[src/design/snoop_pkg.sv]
package snoop_pkg;

    // ==============================
    // AC channel
    // ==============================

    localparam int unsigned AcAddrWidth  = 32;
    localparam int unsigned AcSnoopWidth = 4;
    localparam int unsigned AcWidth      = AcAddrWidth + AcSnoopWidth;

    // the address sits in the upper bits and the snoop opcode in the lower ones.
    typedef logic [AcWidth-1:0] ac_chan_t;

    // ==============================
    // CR channel
    // ==============================

    // Bit 0 DataTransfer, bit 1 Error, bit 2 PassDirty, bit 3 IsShared, bit 4 WasUnique.
    localparam int unsigned CrWidth = 5;

    typedef logic [CrWidth-1:0] cr_resp_t; // flags from several targets merge by OR.

endpackage

[src/design/snoop_interconnect.sv]
`timescale 1ns/1ps

module snoop_interconnect #(
    parameter int unsigned NumInp   = 3,
    parameter int unsigned NumOup   = 4,
    parameter int unsigned ReqDepth = 4,
    parameter int unsigned SelDepth = 4
) (
    input  logic                                     clk_i,
    input  logic                                     rst_i,

    input  logic                [NumInp-1:0]             inp_ac_valid_i,
    output logic                [NumInp-1:0]             inp_ac_ready_o,
    input  snoop_pkg::ac_chan_t [NumInp-1:0]             inp_ac_i,
    input  logic                [NumInp-1:0][NumOup-1:0] inp_sel_i,
    output logic                [NumInp-1:0]             inp_cr_valid_o,
    input  logic                [NumInp-1:0]             inp_cr_ready_i,
    output snoop_pkg::cr_resp_t [NumInp-1:0]             inp_cr_o,

    output logic                [NumOup-1:0]             oup_ac_valid_o,
    input  logic                [NumOup-1:0]             oup_ac_ready_i,
    output snoop_pkg::ac_chan_t [NumOup-1:0]             oup_ac_o,
    input  logic                [NumOup-1:0]             oup_cr_valid_i,
    output logic                [NumOup-1:0]             oup_cr_ready_o,
    input  snoop_pkg::cr_resp_t [NumOup-1:0]             oup_cr_i
);

    localparam int unsigned IdxWidth = (NumInp > 1) ? $clog2(NumInp) : 1;

    logic                [NumOup-1:0]             port_ac_valid;
    logic                [NumOup-1:0]             port_ac_ready;
    snoop_pkg::ac_chan_t                          port_ac;
    logic                [IdxWidth-1:0]           port_idx;

    logic                [NumInp-1:0]             sel_push;
    logic                [NumOup-1:0]             sel_mask;
    logic                [NumInp-1:0]             sel_ready;

    logic                [NumOup-1:0][NumInp-1:0] resp_valid;  // indexed [port][initiator].
    logic                [NumOup-1:0][NumInp-1:0] resp_ready;
    logic                [NumInp-1:0][NumOup-1:0] resp_valid_t; // indexed [initiator][port].
    logic                [NumInp-1:0][NumOup-1:0] resp_ready_t;
    snoop_pkg::cr_resp_t [NumOup-1:0]             resp_cr;

    // ==============================
    // request path
    // ==============================

    snoop_req_router #(
        .NumInp (NumInp),
        .NumOup (NumOup)
    ) i_req_router (
        .clk_i           (clk_i),
        .rst_i           (rst_i),
        .inp_ac_valid_i  (inp_ac_valid_i),
        .inp_ac_ready_o  (inp_ac_ready_o),
        .inp_ac_i        (inp_ac_i),
        .inp_sel_i       (inp_sel_i),
        .sel_ready_i     (sel_ready),
        .sel_push_o      (sel_push),
        .sel_mask_o      (sel_mask),
        .port_ac_valid_o (port_ac_valid),
        .port_ac_ready_i (port_ac_ready),
        .port_ac_o       (port_ac),
        .port_idx_o      (port_idx)
    );

    for (genvar j = 0; j < NumOup; j++) begin : gen_port
        snoop_port #(
            .NumInp   (NumInp),
            .ReqDepth (ReqDepth)
        ) i_snoop_port (
            .clk_i           (clk_i),
            .rst_i           (rst_i),
            .port_ac_valid_i (port_ac_valid[j]),
            .port_ac_ready_o (port_ac_ready[j]),
            .port_ac_i       (port_ac),
            .port_idx_i      (port_idx),
            .oup_ac_valid_o  (oup_ac_valid_o[j]),
            .oup_ac_ready_i  (oup_ac_ready_i[j]),
            .oup_ac_o        (oup_ac_o[j]),
            .oup_cr_valid_i  (oup_cr_valid_i[j]),
            .oup_cr_ready_o  (oup_cr_ready_o[j]),
            .oup_cr_i        (oup_cr_i[j]),
            .resp_valid_o    (resp_valid[j]),
            .resp_ready_i    (resp_ready[j]),
            .resp_cr_o       (resp_cr[j])
        );
    end

    // ==============================
    // response path
    // ==============================

    for (genvar i = 0; i < NumInp; i++) begin : gen_xpose_inp
        for (genvar j = 0; j < NumOup; j++) begin : gen_xpose_oup
            assign resp_valid_t[i][j] = resp_valid[j][i];
            assign resp_ready[j][i]   = resp_ready_t[i][j];
        end
    end

    for (genvar i = 0; i < NumInp; i++) begin : gen_merge
        snoop_resp_merge #(
            .NumOup   (NumOup),
            .SelDepth (SelDepth)
        ) i_resp_merge (
            .clk_i          (clk_i),
            .rst_i          (rst_i),
            .sel_push_i     (sel_push[i]),
            .sel_mask_i     (sel_mask),
            .sel_ready_o    (sel_ready[i]),
            .resp_valid_i   (resp_valid_t[i]),
            .resp_ready_o   (resp_ready_t[i]),
            .resp_cr_i      (resp_cr),
            .inp_cr_valid_o (inp_cr_valid_o[i]),
            .inp_cr_ready_i (inp_cr_ready_i[i]),
            .inp_cr_o       (inp_cr_o[i])
        );
    end

endmodule

[src/design/snoop_port.sv]
`timescale 1ns/1ps

module snoop_port #(
    parameter int unsigned NumInp   = 3,
    parameter int unsigned ReqDepth = 4
) (
    input  logic                                       clk_i,
    input  logic                                       rst_i,
    input  logic                                       port_ac_valid_i,
    output logic                                       port_ac_ready_o,
    input  snoop_pkg::ac_chan_t                        port_ac_i,
    input  logic [((NumInp > 1) ? $clog2(NumInp) : 1)-1:0] port_idx_i,
    output logic                                       oup_ac_valid_o,
    input  logic                                       oup_ac_ready_i,
    output snoop_pkg::ac_chan_t                        oup_ac_o,
    input  logic                                       oup_cr_valid_i,
    output logic                                       oup_cr_ready_o,
    input  snoop_pkg::cr_resp_t                        oup_cr_i,
    output logic [NumInp-1:0]                          resp_valid_o,
    input  logic [NumInp-1:0]                          resp_ready_i,
    output snoop_pkg::cr_resp_t                        resp_cr_o
);

    localparam int unsigned IdxWidth = (NumInp > 1) ? $clog2(NumInp) : 1;

    typedef logic [IdxWidth-1:0] idx_t;

    logic q_ready;
    logic q_push;
    logic q_valid;
    logic q_pop;
    idx_t q_idx;

    // ==============================
    // request side
    // ==============================

    // without room for the index the request is not offered outside.
    assign oup_ac_valid_o  = port_ac_valid_i && q_ready;
    assign oup_ac_o        = port_ac_i;
    assign port_ac_ready_o = oup_ac_ready_i && q_ready;
    assign q_push          = oup_ac_valid_o && oup_ac_ready_i;

    stream_fifo #(
        .type_t (idx_t),
        .Depth  (ReqDepth)
    ) i_idx_fifo (
        .clk_i   (clk_i),
        .rst_i   (rst_i),
        .valid_i (q_push),
        .ready_o (q_ready),
        .data_i  (port_idx_i),
        .valid_o (q_valid),
        .ready_i (q_pop),
        .data_o  (q_idx)
    );

    // ==============================
    // response side
    // ==============================

    always_comb begin
        for (int unsigned i = 0; i < NumInp; i++) begin
            resp_valid_o[i] = oup_cr_valid_i && q_valid && (q_idx == IdxWidth'(i));
        end
    end

    assign resp_cr_o      = oup_cr_i; // passes straight through to the owner.
    assign oup_cr_ready_o = q_valid && resp_ready_i[q_idx];
    assign q_pop          = oup_cr_valid_i && oup_cr_ready_o;

    // the target answers only snoops that it was actually sent.
    a_cr_has_owner: assert property (@(posedge clk_i) disable iff (rst_i)
        oup_cr_valid_i |-> q_valid)
        else $error("snoop_port: CR offered with no snoop outstanding");

endmodule

[src/design/snoop_req_router.sv]
`timescale 1ns/1ps

module snoop_req_router #(
    parameter int unsigned NumInp = 3,
    parameter int unsigned NumOup = 4
) (
    input  logic                                 clk_i,
    input  logic                                 rst_i,
    input  logic                [NumInp-1:0]             inp_ac_valid_i,
    output logic                [NumInp-1:0]             inp_ac_ready_o,
    input  snoop_pkg::ac_chan_t [NumInp-1:0]             inp_ac_i,
    input  logic                [NumInp-1:0][NumOup-1:0] inp_sel_i,
    input  logic                [NumInp-1:0]             sel_ready_i,
    output logic                [NumInp-1:0]             sel_push_o,
    output logic                [NumOup-1:0]             sel_mask_o,
    output logic                [NumOup-1:0]             port_ac_valid_o,
    input  logic                [NumOup-1:0]             port_ac_ready_i,
    output snoop_pkg::ac_chan_t                          port_ac_o,
    output logic [((NumInp > 1) ? $clog2(NumInp) : 1)-1:0] port_idx_o
);

    localparam int unsigned IdxWidth = (NumInp > 1) ? $clog2(NumInp) : 1;

    logic [NumInp-1:0]   eligible;
    logic                win_found;
    logic [IdxWidth-1:0] win_idx;
    logic [IdxWidth-1:0] rr_q;
    logic [NumOup-1:0]   pend_q;
    logic [NumOup-1:0]   pend_left;
    logic                free;
    logic                accept;
    snoop_pkg::ac_chan_t ac_q;
    logic [IdxWidth-1:0] idx_q;

    // ==============================
    // arbitration
    // ==============================

    // an initiator competes only if its merger can take the mask.
    assign eligible = inp_ac_valid_i & sel_ready_i;

    always_comb begin
        int unsigned cand;
        win_found = 1'b0;
        win_idx   = '0;
        cand      = 0;
        for (int unsigned k = 1; k <= NumInp; k++) begin
            cand = (int'(rr_q) + k) % NumInp; // search starts after the last winner.
            if (!win_found && eligible[cand]) begin
                win_found = 1'b1;
                win_idx   = IdxWidth'(cand);
            end
        end
    end

    // bits still owed after this cycle's port transfers.
    assign pend_left = pend_q & ~port_ac_ready_i;
    assign free      = (pend_left == '0);
    assign accept    = free && win_found;

    always_comb begin
        for (int unsigned i = 0; i < NumInp; i++) begin
            inp_ac_ready_o[i] = accept && (win_idx == IdxWidth'(i));
        end
    end

    assign sel_push_o = inp_ac_ready_o; // the mask enters the merger with the request.
    assign sel_mask_o = inp_sel_i[win_idx];

    // ==============================
    // request register
    // ==============================

    always_ff @(posedge clk_i) begin
        if (rst_i) begin
            pend_q <= '0;
            rr_q   <= IdxWidth'(NumInp - 1);
        end else if (accept) begin
            pend_q <= inp_sel_i[win_idx];
            rr_q   <= win_idx;
        end else begin
            pend_q <= pend_left;
        end
    end

    always_ff @(posedge clk_i) begin
        if (accept) begin
            ac_q  <= inp_ac_i[win_idx];
            idx_q <= win_idx;
        end
    end

    assign port_ac_valid_o = pend_q;
    assign port_ac_o       = ac_q;
    assign port_idx_o      = idx_q;

    // an initiator keeps its request steady until the router takes it.
    for (genvar i = 0; i < NumInp; i++) begin : gen_inp_chk
        a_inp_stable: assert property (@(posedge clk_i) disable iff (rst_i)
            inp_ac_valid_i[i] && !inp_ac_ready_o[i] |=>
                inp_ac_valid_i[i] && $stable(inp_ac_i[i]) && $stable(inp_sel_i[i]))
            else $error("snoop_req_router: request withdrawn or changed before it was taken");
    end

endmodule

[src/design/snoop_resp_merge.sv]
`timescale 1ns/1ps

module snoop_resp_merge #(
    parameter int unsigned NumOup   = 4,
    parameter int unsigned SelDepth = 4
) (
    input  logic                                clk_i,
    input  logic                                rst_i,
    input  logic                                sel_push_i,
    input  logic                [NumOup-1:0]    sel_mask_i,
    output logic                                sel_ready_o,
    input  logic                [NumOup-1:0]    resp_valid_i,
    output logic                [NumOup-1:0]    resp_ready_o,
    input  snoop_pkg::cr_resp_t [NumOup-1:0]    resp_cr_i,
    output logic                                inp_cr_valid_o,
    input  logic                                inp_cr_ready_i,
    output snoop_pkg::cr_resp_t                 inp_cr_o
);

    typedef logic [NumOup-1:0] mask_t;

    logic  mask_valid;
    mask_t head_mask;
    logic  all_in;
    logic  mask_pop;
    logic  done;

    // masks are queued in issue order, one per outstanding snoop.
    stream_fifo #(
        .type_t (mask_t),
        .Depth  (SelDepth)
    ) i_sel_fifo (
        .clk_i   (clk_i),
        .rst_i   (rst_i),
        .valid_i (sel_push_i),
        .ready_o (sel_ready_o),
        .data_i  (sel_mask_i),
        .valid_o (mask_valid),
        .ready_i (mask_pop),
        .data_o  (head_mask)
    );

    // ==============================
    // merge
    // ==============================

    // a zero mask counts as complete right away.
    assign all_in = ((resp_valid_i & head_mask) == head_mask);

    assign inp_cr_valid_o = mask_valid && all_in;
    assign done           = inp_cr_valid_o && inp_cr_ready_i;
    assign mask_pop       = done;

    always_comb begin
        inp_cr_o = '0;
        for (int unsigned j = 0; j < NumOup; j++) begin
            if (head_mask[j]) begin
                inp_cr_o = inp_cr_o | resp_cr_i[j];
            end
        end
    end

    // all selected ports are released in the same cycle.
    assign resp_ready_o = done ? head_mask : '0;

endmodule

[src/design/stream_fifo.sv]
`timescale 1ns/1ps

module stream_fifo #(
    parameter type         type_t = logic,
    parameter int unsigned Depth  = 4
) (
    input  logic  clk_i,
    input  logic  rst_i,
    input  logic  valid_i,
    output logic  ready_o,
    input  type_t data_i,
    output logic  valid_o,
    input  logic  ready_i,
    output type_t data_o
);

    localparam int unsigned PtrWidth = (Depth > 1) ? $clog2(Depth) : 1;
    localparam int unsigned CntWidth = $clog2(Depth + 1);

    type_t               mem_q [Depth];
    logic [PtrWidth-1:0] wr_ptr_q;
    logic [PtrWidth-1:0] rd_ptr_q;
    logic [CntWidth-1:0] count_q;
    logic                push;
    logic                pop;

    function automatic logic [PtrWidth-1:0] next_ptr(input logic [PtrWidth-1:0] ptr);
        if (ptr == PtrWidth'(Depth - 1)) begin
            return '0; // wrap around the circular buffer.
        end
        return ptr + 1'b1;
    endfunction

    assign ready_o = (count_q != CntWidth'(Depth));
    assign valid_o = (count_q != '0);
    assign data_o  = mem_q[rd_ptr_q];

    assign push = valid_i && ready_o;
    assign pop  = valid_o && ready_i;

    always_ff @(posedge clk_i) begin
        if (rst_i) begin
            wr_ptr_q <= '0;
            rd_ptr_q <= '0;
            count_q  <= '0;
        end else begin
            if (push) begin
                wr_ptr_q <= next_ptr(wr_ptr_q);
            end
            if (pop) begin
                rd_ptr_q <= next_ptr(rd_ptr_q);
            end
            case ({push, pop})
                2'b10:   count_q <= count_q + 1'b1;
                2'b01:   count_q <= count_q - 1'b1;
                default: count_q <= count_q; // both or neither keeps the level.
            endcase
        end
    end

    always_ff @(posedge clk_i) begin
        if (push) begin
            mem_q[wr_ptr_q] <= data_i;
        end
    end

    // the users push only when there is room and pop only when there is data.
    a_no_overflow: assert property (@(posedge clk_i) disable iff (rst_i)
        valid_i |-> ready_o)
        else $error("stream_fifo: push into a full queue");

    a_no_underflow: assert property (@(posedge clk_i) disable iff (rst_i)
        ready_i |-> valid_o)
        else $error("stream_fifo: pop from an empty queue");

endmodule

[config.mk]
export PLATFORM = sky130hd
export DESIGN_NAME = snoop_interconnect
export DESIGN_NICKNAME = d
export VERILOG_FILES = /design/src/design/snoop_pkg.sv /design/src/design/snoop_interconnect.sv /design/src/design/snoop_port.sv /design/src/design/snoop_req_router.sv /design/src/design/snoop_resp_merge.sv /design/src/design/stream_fifo.sv
export SDC_FILE = /design/constraint.sdc
export NUM_CORES = 1
export LEC_CHECK = 0
export BUFFER_PORTS_ARGS = -buffer_cell sky130_fd_sc_hd__clkbuf_2
export CORE_AREA = 2 2 143 145
export DETAILED_ROUTE_END_ITERATION = 10
export DIE_AREA = 0 0 145 147
export MAX_ROUTING_LAYER = met4
export PLACE_DENSITY = 0.8
export SYNTH_ARGS = -nofsm -noshare
export SYNTH_HDL_FRONTEND = slang
export SYNTH_SLANG_ARGS = --single-unit
[constraint.sdc]
create_clock -name clk_i -period 3.97 [get_ports clk_i]
set_input_delay 0.1985 -clock clk_i [delete_from_list [all_inputs] [get_ports clk_i]]
set_output_delay 0.1985 -clock clk_i [all_outputs]
set_load 0.005 [all_outputs]
# Word-level counts from Yosys, hierarchy flattened
# Memories as Yosys holds them, arrays and structs flattened. A register that Yosys moved wholly into a read port is not among the register bits.
# Index checks and enable logic that the tools add are counted.
dict set report classes {
  n_bitwise 15
  reduce_logical 84
  mul 0
  muxes 145
  n_eq_ne 48
  shifts 0
  n_lt_le_gt_ge 8
  div 3
  n_addsub 31
}
# op n
set op_table {}
lappend op_table {{$lt A32 B3 Y1 const B} 3}
lappend op_table {{$mod A32 B2 Y32 const B} 3}
lappend op_table {{$mux W2} 45}
lappend op_table {{$bmux W36 S2} 1}
lappend op_table {{$mux W1} 66}
lappend op_table {{$logic_and A1 B1 Y1} 62}
lappend op_table {{$mux W5} 12}
lappend op_table {{$eq A2 B2 Y1 const B} 26}
lappend op_table {{$or A5 B5 Y5} 9}
lappend op_table {{$pmux W3 S2} 7}
lappend op_table {{$mux W36} 1}
lappend op_table {{$add A2 B1 Y2 const B} 14}
lappend op_table {{$eq A2 B1 Y1 const B} 12}
lappend op_table {{$add A3 B1 Y3 const B} 7}
lappend op_table {{$ne A3 B3 Y1 const B} 7}
lappend op_table {{$reduce_bool A3 Y1} 7}
lappend op_table {{$sub A3 B1 Y3 const B} 7}
lappend op_table {{$mux W4} 5}
lappend op_table {{$and A4 B4 Y4} 4}
lappend op_table {{$lt A2 B3 Y1 const B} 5}
lappend op_table {{$bmux W1 S2} 7}
lappend op_table {{$reduce_bool A2 Y1} 7}
lappend op_table {{$eq A4 B4 Y1} 3}
lappend op_table {{$logic_not A2 Y1} 5}
lappend op_table {{7 further kinds} 9}
dict set report word_totals {
  ff_bits 93
  output_inout_bits 173
  latchBits 0
  ram_bits 80
  in_bits 156
  elab_cells 366
  rom_bits 0
  memories 7
}
# name words width read_ports rd_clocked_by_memory_dff write_ports line_no
set memory_table {}
lappend memory_table {{gen_merge[0].i_resp_merge.i_sel_fifo.mem_q} 4 4 1 1 1 stream_fifo.sv:20} ;# type_t mem_q [Depth];
lappend memory_table {{gen_merge[1].i_resp_merge.i_sel_fifo.mem_q} 4 4 1 1 1 stream_fifo.sv:20}
lappend memory_table {{gen_merge[2].i_resp_merge.i_sel_fifo.mem_q} 4 4 1 1 1 stream_fifo.sv:20}
lappend memory_table {{gen_port[0].i_snoop_port.i_idx_fifo.mem_q} 4 2 1 1 1 stream_fifo.sv:20}
lappend memory_table {{gen_port[1].i_snoop_port.i_idx_fifo.mem_q} 4 2 1 1 1 stream_fifo.sv:20}
lappend memory_table {{gen_port[2].i_snoop_port.i_idx_fifo.mem_q} 4 2 1 1 1 stream_fifo.sv:20}
lappend memory_table {{1 more memories} -- -- -- -- -- --}

# Depth between registers and ports, before layout
# Gate-level depths: netlist (run 1).
dict set report depth {
  word_depth 18
  mapped_depth 15
  depth_no_buf 13
}

# Modules after synthesis
# From an unflattened synthesis (run 1), not the netlist that was laid out.
dict set report unflattened {
  cells_unflattened 1033
  hier_area_um2 11293.3
}
# module n_inst area_per_inst_um2 seq_area_each_um2 cells_per_inst
set by_module_without_submodules {}
lappend by_module_without_submodules {{stream_fifo at gen_merge[0].i_resp_merge.i_sel_fifo ...} 3 1068.5 660.6 73}
lappend by_module_without_submodules {{stream_fifo at gen_port[0].i_snoop_port.i_idx_fifo ...} 4 780.7 420.4 62}
lappend by_module_without_submodules {snoop_req_router 1 2772.7 1261.2 256}
lappend by_module_without_submodules {snoop_port 4 405.4 0.0 55}
lappend by_module_without_submodules {snoop_resp_merge 3 190.2 0.0 30}

# Worst setup path after synthesis (run 1)
# OpenSTA, ideal clock, no wires.
dict set report synth_timing {
  path_type {register to register}
  from {register i_req_router.rr_q[0]}
  to {memory gen_merge[2].i_resp_merge.i_sel_fifo.mem_q[0][0] (netlist bit) (enable)}
  path_slack_ns 0.294
  stages_incl_launch_ff 10
  setup_ns 0.312
  required_time_ns 3.658
  period_less_slack_ns 3.676
  n_path_buf 3
  arrival_time_ns 3.364
  path_cell_list {dfxtp_1 inv_1 ha_1 clkbuf_1 nor3_1 o22a_1 a2111oi_0 buf_2 clkbuf_1 and3_1}
}
dict set report synth_via {
  elab_chain_cells 16
  word_cells_on_any_way 28
  cone_classes {3 x add/sub; 3 x div; 1 x eq/ne; 14 x mux; 7 x reduce/logical}
}
# element line_no
set synth_rtl {}
lappend synth_rtl {{start: declaration} snoop_req_router.sv:27} ;# logic [IdxWidth-1:0] rr_q;
lappend synth_rtl {{start signal: assignment} snoop_req_router.sv:77} ;# rr_q <= IdxWidth'(NumInp - 1);
lappend synth_rtl {{start signal: assignment} snoop_req_router.sv:80} ;# rr_q <= win_idx;
lappend synth_rtl {{$add A2 B1 Y3} snoop_req_router.sv:48} ;# cand = (int'(rr_q) + k) % NumInp;
lappend synth_rtl {{$mod A32 B2 Y32} snoop_req_router.sv:48}
lappend synth_rtl {{$bmux W1 S2} snoop_req_router.sv:49} ;# if (!win_found && eligible[cand]) begin
lappend synth_rtl {{$mux W1 (not written as such)} snoop_req_router.sv:49}
lappend synth_rtl {{$mux W1} snoop_req_router.sv:49}
lappend synth_rtl {{$logic_not A1 Y1} snoop_req_router.sv:49}
lappend synth_rtl {{$logic_and A1 B1 Y1} snoop_req_router.sv:49}
lappend synth_rtl {{$mux W1} snoop_req_router.sv:49}
lappend synth_rtl {{$logic_not A1 Y1} snoop_req_router.sv:49}
lappend synth_rtl {{$logic_and A1 B1 Y1} snoop_req_router.sv:49}
lappend synth_rtl {{$mux W1 (*)} snoop_req_router.sv:49}
lappend synth_rtl {{$logic_and A1 B1 Y1 (*)} snoop_req_router.sv:59} ;# assign accept = free && win_found;
lappend synth_rtl {{via i_req_router.accept} snoop_req_router.sv:31} ;# logic accept;
lappend synth_rtl {{$logic_and A1 B1 Y1 (*)} snoop_req_router.sv:63} ;# inp_ac_ready_o[i] = accept && (win_idx == IdxWidth'(i));
lappend synth_rtl {{$logic_and A1 B1 Y1 (*)} stream_fifo.sv:38} ;# assign push = valid_i && ready_o;
lappend synth_rtl {{$mux W1 (*)} stream_fifo.sv:62} ;# if (push) begin
lappend synth_rtl {{$mux W1 (not written as such) (*)} stream_fifo.sv:63} ;# mem_q[wr_ptr_q] <= data_i;
lappend synth_rtl {{end: declaration} stream_fifo.sv:20}
# Mark *: on every way through the listed nets, which the timed path passes. The rest lies on a longest branch. The select of a mux whose other input is x is not followed.

==> impl_metrics.env, run 1 <==
export IMPL_drive_above_1_share=0.356
export IMPL_antenna_left=0
export IMPL_overflow=0
export IMPL_dieArea_mm2=0.0213
export IMPL_swShare=0.384
export IMPL_crit_family="simple AND/OR/NAND/NOR gates"
export IMPL_status="completed"
export IMPL_cts_root_buf="clkbuf_16"
export IMPL_synth_area_per_cell_um2=10.8
export IMPL_leakagePower_nw=5.07
export IMPL_nets=1339
export IMPL_yosysTopAreaCell="edfxtp_1"
export IMPL_min_period_ps=3780
export IMPL_rows=52
export IMPL_post_cts_buffers=0
export IMPL_dpl_cell_count=1383
export IMPL_hold_viol=0
export IMPL_syn_to_final_growth_pct=16.6
export IMPL_cts_made_buffers=17
export IMPL_max_stage_delay_ps=570
export IMPL_grt_pass1_wl_um=40100
export IMPL_ctsLongestPathBuffers=2
export IMPL_p_int_w=0.00494
export IMPL_setup_viol=0
export IMPL_fin_ws_ps=185
export IMPL_place_ws_ps=238
export IMPL_ys_seq_area_frac=0.494
export IMPL_clkPwrFrac=0.213
export IMPL_ys_async_sr_fraction=0
export IMPL_htree_num_levels=4
export IMPL_synthFlopType="edfxtp_1"
export IMPL_yosys_top_cells_area="edfxtp_1 (36%), dfxtp_1 (14%), buf_4 (9.3%)"
export IMPL_rsz0062_at_grt="false"
export IMPL_comb_power_share=0.382
export IMPL_finalCritPeriodShare=0.953
export IMPL_wl_met3_um=2300
export IMPL_drt_pass1_iter_count=6
export IMPL_top_layer="met4"
export IMPL_max_freq_mhz=264
export IMPL_met2_length_um=12800
export IMPL_synthCells=920
export IMPL_cap_viol_max_count=0
export IMPL_die_height_um=147
export IMPL_tritoncts="built"
export IMPL_drt_iter0_markers=632
export IMPL_drt_met1_wl_um=10700
export IMPL_ir_drop_mv=0.467
export IMPL_critPathArrivalTime_ps=4140
export IMPL_drt_vias_per_instance=5.42
export IMPL_synth_edf_count=118
export IMPL_hp_class="input port to register"
export IMPL_core_area_mm2=0.0198
export IMPL_num_vias=7671
export IMPL_portBuffers=328
export IMPL_start_kind="register"
export IMPL_cp_end_kind="register"
export IMPL_tightest_slew_ps=758
export IMPL_start_util=0.502
export IMPL_grt_use_total=0.253
export IMPL_criticalPathCategory="register to register"
export IMPL_required_ps=4330
export IMPL_cts_repair_resize_count=0
export IMPL_clk_latency_ps=430
export IMPL_worstRegToRegCells=12
export IMPL_maxSlewHeadroom=0.495
export IMPL_ys_ff_latch=187
export IMPL_n_fill_cell=1569
export IMPL_holdPathStages=3
export IMPL_critical_path_buf_inv_count=1
export IMPL_cts_clk_slew_worst_paths_ps=70
export IMPL_final_setup_skew_ps=13.8
export IMPL_die_w_um=145
export IMPL_p_sw_w=0.00308
export IMPL_final_cells=1416
export IMPL_grt_max_degree=45
export IMPL_yosysWarnings=0
export IMPL_ioPinCount=329
export IMPL_hpwl_um=20500
export IMPL_worstPathMaxFanout=6
export IMPL_wl_per_cell_um=18.8
export IMPL_gp_congestion=0.918
export IMPL_synth_area_mm2=0.00997
export IMPL_path_cells="mux4_2 -> or3b_1 -> a221oi_2 -> and3_1 -> nand3b_1 -> nand3_1 -> ha_1 -> inv_1 -> fa_1 -> xor2_1 -> or3_1 -> a21oi_1"
export IMPL_cts_hold_buffers=0
export IMPL_crit_cells=12
export IMPL_grt_pass1_vias=7308
export IMPL_yosys_cell_types_count=56
export IMPL_syn_nets=1127
export IMPL_maxSlewViolCount=0
export IMPL_routed_wirelength_um=26600
export IMPL_antenna_found_initial=1
export IMPL_seqPwrFrac=0.405
export IMPL_powerDensity_mw_per_mm2=690
export IMPL_drc=0
export IMPL_cts_sink_count=187
export IMPL_netlist_area_leader_share=0.356
export IMPL_cp_slowest_cell="mux4_2"
export IMPL_fin_setup_tns_ps=0
==> stage by stage <==
step	utilization	instance area, um^2	total power [W]	hold slack, ps
CTS	0.586	11600	0.00804	12.3
floorplan	-	9970	0.00539	380
global route	0.586	11600	0.00848	23.2
global placement	0.556	11000	0.00623	466
finish	0.586	11600	0.00802	25.1
detailed placement	0.556	11000	0.00632	467
==> flip-flops by register name, indices dropped and copies added, names as in the netlist, named ones only <==
signal / flops
gen_merge.i_resp_merge.i_sel_fifo.wr_ptr_q: 6
gen_port.i_snoop_port.i_idx_fifo.mem_q: 32
i_req_router.port_ac_o: 36
gen_merge.i_resp_merge.i_sel_fifo.mem_q: 48
gen_port.i_snoop_port.i_idx_fifo.count_q: 12
gen_port.i_snoop_port.i_idx_fifo.wr_ptr_q: 8
gen_merge.i_resp_merge.i_sel_fifo.count_q: 9
i_req_router.port_idx_o: 2
gen_port.i_snoop_port.i_idx_fifo.rd_ptr_q: 8
gen_merge.i_resp_merge.i_sel_fifo.rd_ptr_q: 6
i_req_router.port_ac_valid_o: 4
i_req_router.rr_q: 2
==> cells by family after synthesis <==
| family | after synthesis | share of synthesized area |
|---|---|---|
| compound gates | 154 | 0.108 |
| xor+xnor | 14 | 0.0123 |
| fa+ha+maj | 52 | 0.0703 |
| buf+inv | 207 | 0.125 |
| flops | 187 | 0.494 |
| mux | 32 | 0.0577 |
| simple gates | 274 | 0.132 |
==> worst paths after layout <==
check	start	endpoint	slack [ps]
worst min register to register	gen_port[3].i_snoop_port.i_idx_fifo.rd_ptr_q[1]$_SDFFE_PP0P_	gen_port[3].i_snoop_port.i_idx_fifo.rd_ptr_q[1]$_SDFFE_PP0P_	490
worst max register to register	register	gen_port[1].i_snoop_port.i_idx_fifo.count_q[2]$_SDFFE_PP0P_	190
worst min-delay path	inp_ac_i[15]	i_req_router.port_ac_o[15]$_DFFE_PP_	30
worst max-delay path	register	gen_port[1].i_snoop_port.i_idx_fifo.count_q[2]$_SDFFE_PP0P_	190
==> cells in the mapped netlist (11+ instances only) <==
cell / instances
nor2_1: 51
dfxtp_1: 69
xor2_1: 14
mux2i_1: 11
or3_1: 12
edfxtp_1: 118
a22oi_1: 68
and3_1: 16
and2_1: 26
inv_1: 58
mux4_2: 19
nand2_1: 121
ha_1: 44
nor3_1: 11
clkbuf_1: 17
buf_4: 123
a21oi_1: 41
==> final cells by class <==
class,instances,area [um^2],share of cell area
Inverter,58,218,0.0187
Sequential cell,187,4920,0.424
Timing Repair Buffer,342,1750,0.150
Multi-Input combinational cell,526,3810,0.328
Antenna cell,1,2.50,0.000215
Tap cell,270,338,0.0291
Clock inverter,14,155,0.0133
Clock buffer,18,429,0.0369
==> worst register-to-register path: stages, from the launching register on <==
cell      delay (ps)
dfxtp_1          360
mux4_2           570
or3b_1           420
a221oi_2         360
and3_1           400
nand3b_1         140
nand3_1          180
ha_1             230
inv_1             70
fa_1             370
xor2_1           150
or3_1            300
a21oi_1          160
==> routing by layer <==
layer,vias to the layer above,track usage
met5,-,-
met3,47,0.0565
met2,398,0.409
li1,3569,-
met1,3657,0.317
met4,0,0.0896
==> cells in the final DEF, fill, tap and decap left out, types with 12 or more instances in the layout <==
master     instances
clkbuf_16         17
or3_1             12
ha_1              44
inv_1             58
buf_4             14
clkbuf_2         328
xor2_1            14
and3_1            16
a22oi_1           68
dfxtp_1           69
nand2_1          121
edfxtp_1         118
a21oi_1           41
mux4_2            19
and2_1            26
nor2_1            50
==> power by group through the flow <==
| stage | sequential (W) | combinational (W) | clock [W] |
|---|---|---|---|
| floorplan | 0.00310 | 0.00228 | 0 |
| global placement | 0.00326 | 0.00296 | 0 |
| detailed placement | 0.00328 | 0.00305 | 0 |
| CTS | 0.00325 | 0.00306 | 0.00174 |
| global route | 0.00330 | 0.00337 | 0.00181 |
| finish | 0.00325 | 0.00306 | 0.00171 |
No activity file was read; power rests on OpenSTA's default activity.
==> run 2: changes to the inputs <==
--- a/config.mk
+++ b/config.mk
@@ -6,11 +6,12 @@
 export NUM_CORES = 1
 export LEC_CHECK = 0
 export BUFFER_PORTS_ARGS = -buffer_cell sky130_fd_sc_hd__clkbuf_2
-export CORE_AREA = 2 2 143 145
+export CORE_AREA = 2 2 141 143
+export CTS_BUF_LIST = sky130_fd_sc_hd__clkbuf_4 sky130_fd_sc_hd__clkbuf_8
 export DETAILED_ROUTE_END_ITERATION = 10
-export DIE_AREA = 0 0 145 147
+export DIE_AREA = 0 0 143 145
 export MAX_ROUTING_LAYER = met4
-export PLACE_DENSITY = 0.8
+export PLACE_DENSITY = 0.82
 export SYNTH_ARGS = -nofsm -noshare
 export SYNTH_HDL_FRONTEND = slang
 export SYNTH_SLANG_ARGS = --single-unit
==> run 2 against run 1 <==
  * Count of clock-buffer cells in the layout rose by 1
  * Clock skew barely moved
  * Sequential share of layout area fell by 0.82 points
  * Final cell count rose by 2.7%
  * Register-to-register slack improved by 60 ps
  * Global-route usage rose by 0.19 points
==> impl_metrics.env, run 2 (synthesis gave the netlist of run 1 again) <==
export IMPL_status="completed"
export IMPL_p_sw_w=0.00296
export IMPL_drt_vias_per_instance=5.35
export IMPL_grt_use_total=0.255
export IMPL_clkPwrFrac=0.162
export IMPL_antenna_found_initial=1
export IMPL_seqPwrFrac=0.427
export IMPL_worstSetupEndpoint="i_req_router.port_ac_o[11]$_DFFE_PP_"
export IMPL_worstRegToRegCells=10
export IMPL_p_int_w=0.00469
export IMPL_dieArea_mm2=0.0207
export IMPL_critPathArrivalTime_ps=4060
export IMPL_criticalPathCategory="register to register"
export IMPL_finalCritPeriodShare=0.939
export IMPL_drc=0
export IMPL_timing_rr_start="i_req_router.rr_q[0]$_SDFFE_PP0P_"
export IMPL_final_common_cell="clkbuf_2"
export IMPL_cp_slowest_cell="dlygate4sd3_1"
export IMPL_ctsLongestPathBuffers=2
export IMPL_grt_max_degree=46
export IMPL_min_period_ps=3730
export IMPL_overflow=0
export IMPL_worstPathMaxFanout=45
export IMPL_rsz0062_at_grt="false"
export IMPL_hold_viol=0
export IMPL_largest_reg_flops=48
export IMPL_crit_start="i_req_router.rr_q[0]$_SDFFE_PP0P_"
export IMPL_maxSlewViolCount=0
export IMPL_swShare=0.387
export IMPL_hpwl_um=19800
export IMPL_crit_cells=10
export IMPL_path_cells="inv_1 -> ha_1 -> and3_1 -> a31o_2 -> a211oi_4 -> buf_4 -> a22oi_1 -> dlygate4sd3_1 -> nand2_1 -> dlygate4sd3_1"
export IMPL_cts_sink_count=187
export IMPL_required_ps=4310
export IMPL_fin_setup_tns_ps=0
export IMPL_powerDensity_mw_per_mm2=645
export IMPL_max_freq_mhz=268
export IMPL_grt_pass1_wl_um=39300
export IMPL_regToRegSetupSlack_ps=240
export IMPL_die_w_um=143
export IMPL_crit_family="buffers and inverters"
export IMPL_start_kind="register"
export IMPL_ioPinCount=329
export IMPL_rows=51
export IMPL_comb_power_share=0.411
export IMPL_clk_latency_ps=460
export IMPL_die_height_um=145
export IMPL_final_setup_skew_ps=13.9
export IMPL_top_register="gen_merge.i_resp_merge.i_sel_fifo.mem_q"
export IMPL_drt_pass1_iter_count=8
export IMPL_cts_root_buf="clkbuf_8"
export IMPL_path_common_cell="dlygate4sd3_1"
export IMPL_num_vias=7776
export IMPL_syn_to_final_growth_pct=18.9
export IMPL_cts_clk_slew_worst_paths_ps=100
export IMPL_cap_viol_max_count=0
export IMPL_nets=1382
export IMPL_gp_congestion=0.941
export IMPL_critical_path_buf_inv_count=4
export IMPL_htree_num_levels=4
export IMPL_ir_drop_mv=0.405
export IMPL_timing_rr_end="i_req_router.port_ac_o[11]$_DFFE_PP_"
export IMPL_max_stage_delay_ps=610
export IMPL_core_area_mm2=0.0192
export IMPL_tritoncts="built"
export IMPL_tightest_slew_ps=836
export IMPL_routed_wirelength_um=25800
export IMPL_p_total_w=0.00765
export IMPL_cp_end_kind="register"
export IMPL_portBuffers=328
export IMPL_worst_hold_slack_ps=24.6
export IMPL_layout_common_cells="clkbuf_2 (328), nand2_1 (121), edfxtp_1 (118)"
export IMPL_drt_iter0_markers=646
export IMPL_start_util=0.519
export IMPL_grt_pass1_vias=7511
export IMPL_hp_class="input port to register"
export IMPL_drive_above_1_share=0.343
export IMPL_setup_viol=0
export IMPL_cts_made_buffers=17
export IMPL_wl_per_cell_um=17.8
export IMPL_post_cts_buffers=0
export IMPL_maxSlewHeadroom=0.442
export IMPL_antenna_left=0
export IMPL_leakagePower_nw=5.17
==> run 2: worst register-to-register path: stages (launching register included) <==
cell	delay, ps
dfxtp_1	370
inv_1	60
ha_1	430
and3_1	210
a31o_2	240
a211oi_4	430
buf_4	520
a22oi_1	160
dlygate4sd3_1	610
nand2_1	60
dlygate4sd3_1	540
==> run 2: how the worst min path moves through the flow <==
stage	start	slack, ps	endpoint	cells past startpoint
global placement	inp_ac_i[22]	470	i_req_router.port_ac_o[22]$_DFFE_PP_	3
detailed placement	inp_ac_i[2]	470	i_req_router.port_ac_o[2]$_DFFE_PP_	3
CTS	inp_ac_i[73]	0.6	i_req_router.port_ac_o[1]$_DFFE_PP_	3
floorplan	inp_ac_i[0]	380	i_req_router.port_ac_o[0]$_DFFE_PP_	2
global route	inp_ac_i[6]	8	i_req_router.port_ac_o[6]$_DFFE_PP_	3
finish	inp_ac_i[14]	20	i_req_router.port_ac_o[14]$_DFFE_PP_	3
==> run 2: area by class of cell <==
type                       instances  area, um^2
tap                              265         332
clock inverter                    13         125
timing repair buffer             385        2180
clock buffer                      19         262
fill                            1447        7350
multi-input combinational        526        3810
antenna                            1        2.50
inverter                          58         218
sequential                       187        4920
==> run 2: metal layers <==
layer | global-route usage | wire [um] | up-vias
li1 | - | - | 3654
met1 | 0.305 | 10200 | 3710
met2 | 0.424 | 12800 | 375
met3 | 0.0624 | 2170 | 37
met4 | 0.0837 | 651 | 0
met5 | - | 0 | -
==> run 2: power by group through the flow <==
stage	logic (W)	clock network (W)	registers (W)
final	0.00315	0.00124	0.00326
after global routing	0.00343	0.00134	0.00332
after CTS	0.00312	0.00126	0.00325
after detailed placement	0.00300	0	0.00328
after global placement	0.00294	0	0.00327
after floorplan	0.00228	0	0.00310
==> run 2: timing repair <==
action / in CTS / in global routing
resized for setup: 0 / 1
hold buffers: 44 / 0
setup endpoints to repair: 0 / 1
endpoints found under the hold margin: 31 / 0
==> run 2: stage by stage <==
step,util,cells,area (um^2),setup WS (ps)
after floorplan,-,920,9970,294
after global placement,0.574,1377,11000,384
after detailed placement,0.574,1377,11000,277
after CTS,0.617,1453,11900,248
after global routing,0.617,1454,11900,76.2
final,0.617,1454,11900,244
==> run 3: changes to the inputs <==
--- a/config.mk
+++ b/config.mk
@@ -8,10 +8,12 @@
 export BUFFER_PORTS_ARGS = -buffer_cell sky130_fd_sc_hd__clkbuf_2
 export CORE_AREA = 2 2 141 143
 export CTS_BUF_LIST = sky130_fd_sc_hd__clkbuf_4 sky130_fd_sc_hd__clkbuf_8
+export CTS_CLUSTER_DIAMETER = 200
 export DETAILED_ROUTE_END_ITERATION = 10
 export DIE_AREA = 0 0 143 145
+export HOLD_SLACK_MARGIN = 0.08
 export MAX_ROUTING_LAYER = met4
-export PLACE_DENSITY = 0.82
+export PLACE_DENSITY = 0.92
 export SYNTH_ARGS = -nofsm -noshare
 export SYNTH_HDL_FRONTEND = slang
 export SYNTH_SLANG_ARGS = --single-unit
==> run 3 against run 2 <==
  * Critical path depth grew 2
  * Routed wire length grew 8.6%
  * Sequential cell count is the same
  * First-iteration DRC count grew 0.93%
  * Clock power is essentially flat
  * Maximum frequency shrank 2.0%
  * Via count grew 3.8%
  * Worst hold slack gained 100 ps
  * Die area is the same
  * Final cell count grew 2.2%
  * Largest power group is now combinational logic
==> impl_metrics.env, run 3 (synthesis gave the netlist of run 1 again) <==
export IMPL_status="completed"
export IMPL_grt_use_total=0.277
export IMPL_num_vias=8068
export IMPL_nets=1413
export IMPL_largest_reg_flops=48
export IMPL_hp_class="input port to register"
export IMPL_portBuffers=328
export IMPL_cts_sink_count=187
export IMPL_setup_viol=0
export IMPL_antenna_found_initial=2
export IMPL_required_ps=4340
export IMPL_cp_slowest_cell="mux4_2"
export IMPL_placed_area_mm2=0.0110
export IMPL_start_kind="register"
export IMPL_leakagePower_nw=5.31
export IMPL_regToRegSetupSlack_ps=170
export IMPL_start_util=0.519
export IMPL_worstPathMaxFanout=6
export IMPL_max_stage_delay_ps=570
export IMPL_cap_viol_max_count=0
export IMPL_grt_max_degree=40
export IMPL_final_cells=1486
export IMPL_ioPinCount=329
export IMPL_holdPathEnd="i_req_router.port_ac_valid_o[2]$_SDFF_PP0_"
export IMPL_tritoncts="built"
export IMPL_rsz0062_at_grt="false"
export IMPL_antenna_left=0
export IMPL_die_w_um=143
export IMPL_gp_congestion=0.972
export IMPL_final_setup_skew_ps=15.1
export IMPL_met1_usage=0.322
export IMPL_powerDensity_mw_per_mm2=650
export IMPL_overflow=0
export IMPL_rows=51
export IMPL_met3_usage=0.0799
export IMPL_wl_per_cell_um=18.9
export IMPL_cts_made_buffers=17
export IMPL_finalCritPeriodShare=0.958
export IMPL_max_freq_mhz=263
export IMPL_routed_wirelength_um=28000
export IMPL_grt_pass1_vias=7985
export IMPL_dpl_cell_count=1378
export IMPL_layout_common_cells="clkbuf_2 (328), nand2_1 (121), edfxtp_1 (118)"
export IMPL_timing_rr_end="gen_port[1].i_snoop_port.i_idx_fifo.count_q[2]$_SDFFE_PP0P_"
export IMPL_hold_viol=0
export IMPL_drc=0
export IMPL_fin_setup_tns_ps=0
export IMPL_cp_end_kind="register"
export IMPL_core_area_mm2=0.0192
export IMPL_clk_latency_ps=460
export IMPL_hpwl_um=20600
export IMPL_min_period_ps=3800
export IMPL_tightest_slew_ps=856
export IMPL_htree_num_levels=4
export IMPL_cts_clk_slew_worst_paths_ps=90
export IMPL_maxSlewViolCount=0
export IMPL_top_register="gen_merge.i_resp_merge.i_sel_fifo.mem_q"
export IMPL_worstRegToRegCells=12
export IMPL_use_met2=0.456
export IMPL_design_area_mm2=0.0122
export IMPL_grt_pass1_wl_um=42600
export IMPL_ctsLongestPathBuffers=2
export IMPL_final_common_cell="clkbuf_2"
export IMPL_grt_busiest_layer="met2"
export IMPL_cts_root_buf="clkbuf_8"
export IMPL_syn_to_final_growth_pct=22.0
export IMPL_drt_iter0_markers=652
export IMPL_drt_vias_per_instance=5.43
export IMPL_path_cells="mux4_2 -> or3b_1 -> a221oi_2 -> and3_1 -> nand3b_1 -> nand3_1 -> ha_1 -> inv_1 -> fa_1 -> xor2_1 -> or3_1 -> a21oi_1"
export IMPL_drive_above_1_share=0.337
export IMPL_die_height_um=145
export IMPL_critPathArrivalTime_ps=4180
export IMPL_drt_pass1_iter_count=5
export IMPL_dieArea_mm2=0.0207
export IMPL_worstHoldStart="oup_ac_ready_i[2]"
export IMPL_holdPathStages=4
export IMPL_ir_drop_mv=0.359
export IMPL_criticalPathCategory="register to register"
export IMPL_maxSlewHeadroom=0.429
## run 3: cell types whose count changed in the layout (fill, tap and decap cells not counted), sizes merged
cell,before,now
dlygate4sd3,44,74
clkbuf,347,350
clkinv,10,7
inv,58,60
buf,13,14
bufinv,2,1
clkinvlp,1,0
diode,1,2
## run 3: area by class of cell
class	instances	area, um^2
fill	1415	7050
sequential	187	4920
multi-input combinational	526	3810
timing repair buffer	416	2490
tap	265	332
clock buffer	22	284
inverter	58	218
clock inverter	10	92.6
antenna	2	5.00
## run 3: per-layer routing
layer  wire length (um)  vias up
li1                   -     3719
met1              10500     3864
met2              13900      428
met3               2750       57
met4                855        0
met5                  0        -
## run 3: worst max-delay path by stage
stage,startpoint,cells past startpoint,end,slack [ps]
floorplan,i_req_router.rr_q[0]$_SDFFE_PP0P_,9,gen_merge[2].i_resp_merge.i_sel_fifo.mem_q[0][0]$_DFFE_PP_,290
global placement,register,12,gen_port[1].i_snoop_port.i_idx_fifo.count_q[2]$_SDFFE_PP0P_,380
detailed placement,register,12,gen_port[1].i_snoop_port.i_idx_fifo.count_q[2]$_SDFFE_PP0P_,250
CTS,register,12,gen_port[1].i_snoop_port.i_idx_fifo.count_q[2]$_SDFFE_PP0P_,210
global route,register,12,gen_port[1].i_snoop_port.i_idx_fifo.count_q[2]$_SDFFE_PP0P_,4
finish,register,12,gen_port[1].i_snoop_port.i_idx_fifo.count_q[2]$_SDFFE_PP0P_,170
## run 3: power by group
part           internal, W  leakage (nW)  total, W  switching, W
clock network     0.000553         0.199   0.00122      0.000669
logic              0.00151          3.45   0.00345       0.00194
registers          0.00276          1.67   0.00323      0.000471
## run 3: through the flow
step	worst slack, ps	util	hold slack (ps)	total power [W]
after CTS	209	0.632	82.7	0.00788
after detailed placement	247	0.574	469	0.00634
after floorplan	294	-	380	0.00539
after global placement	377	0.574	465	0.00621
final	166	0.633	125	0.00791
after global routing	4.43	0.633	164	0.00837
## run 3: what timing repair did
| action | CTS | global route |
|---|---|---|
| setup endpoints to repair | 0 | 2 |
| hold buffers | 74 | 0 |
| setup buffers | 0 | 0 |
| hold endpoints to repair | 36 | 0 |
| gates resized for setup | 0 | 1 |
## run 3: critical path, delay by kind of cell, from the launching register on
family | cells | cell delay (ps)
XOR/XNOR | 1 | 160
AO/OA/AOI/OAI | 2 | 510
adder cells (fa/ha/maj) | 2 | 600
buffers and inverters | 1 | 70
AND/OR/NAND/NOR | 5 | 1440
flip-flops | 1 | 370
multiplexers | 1 | 570
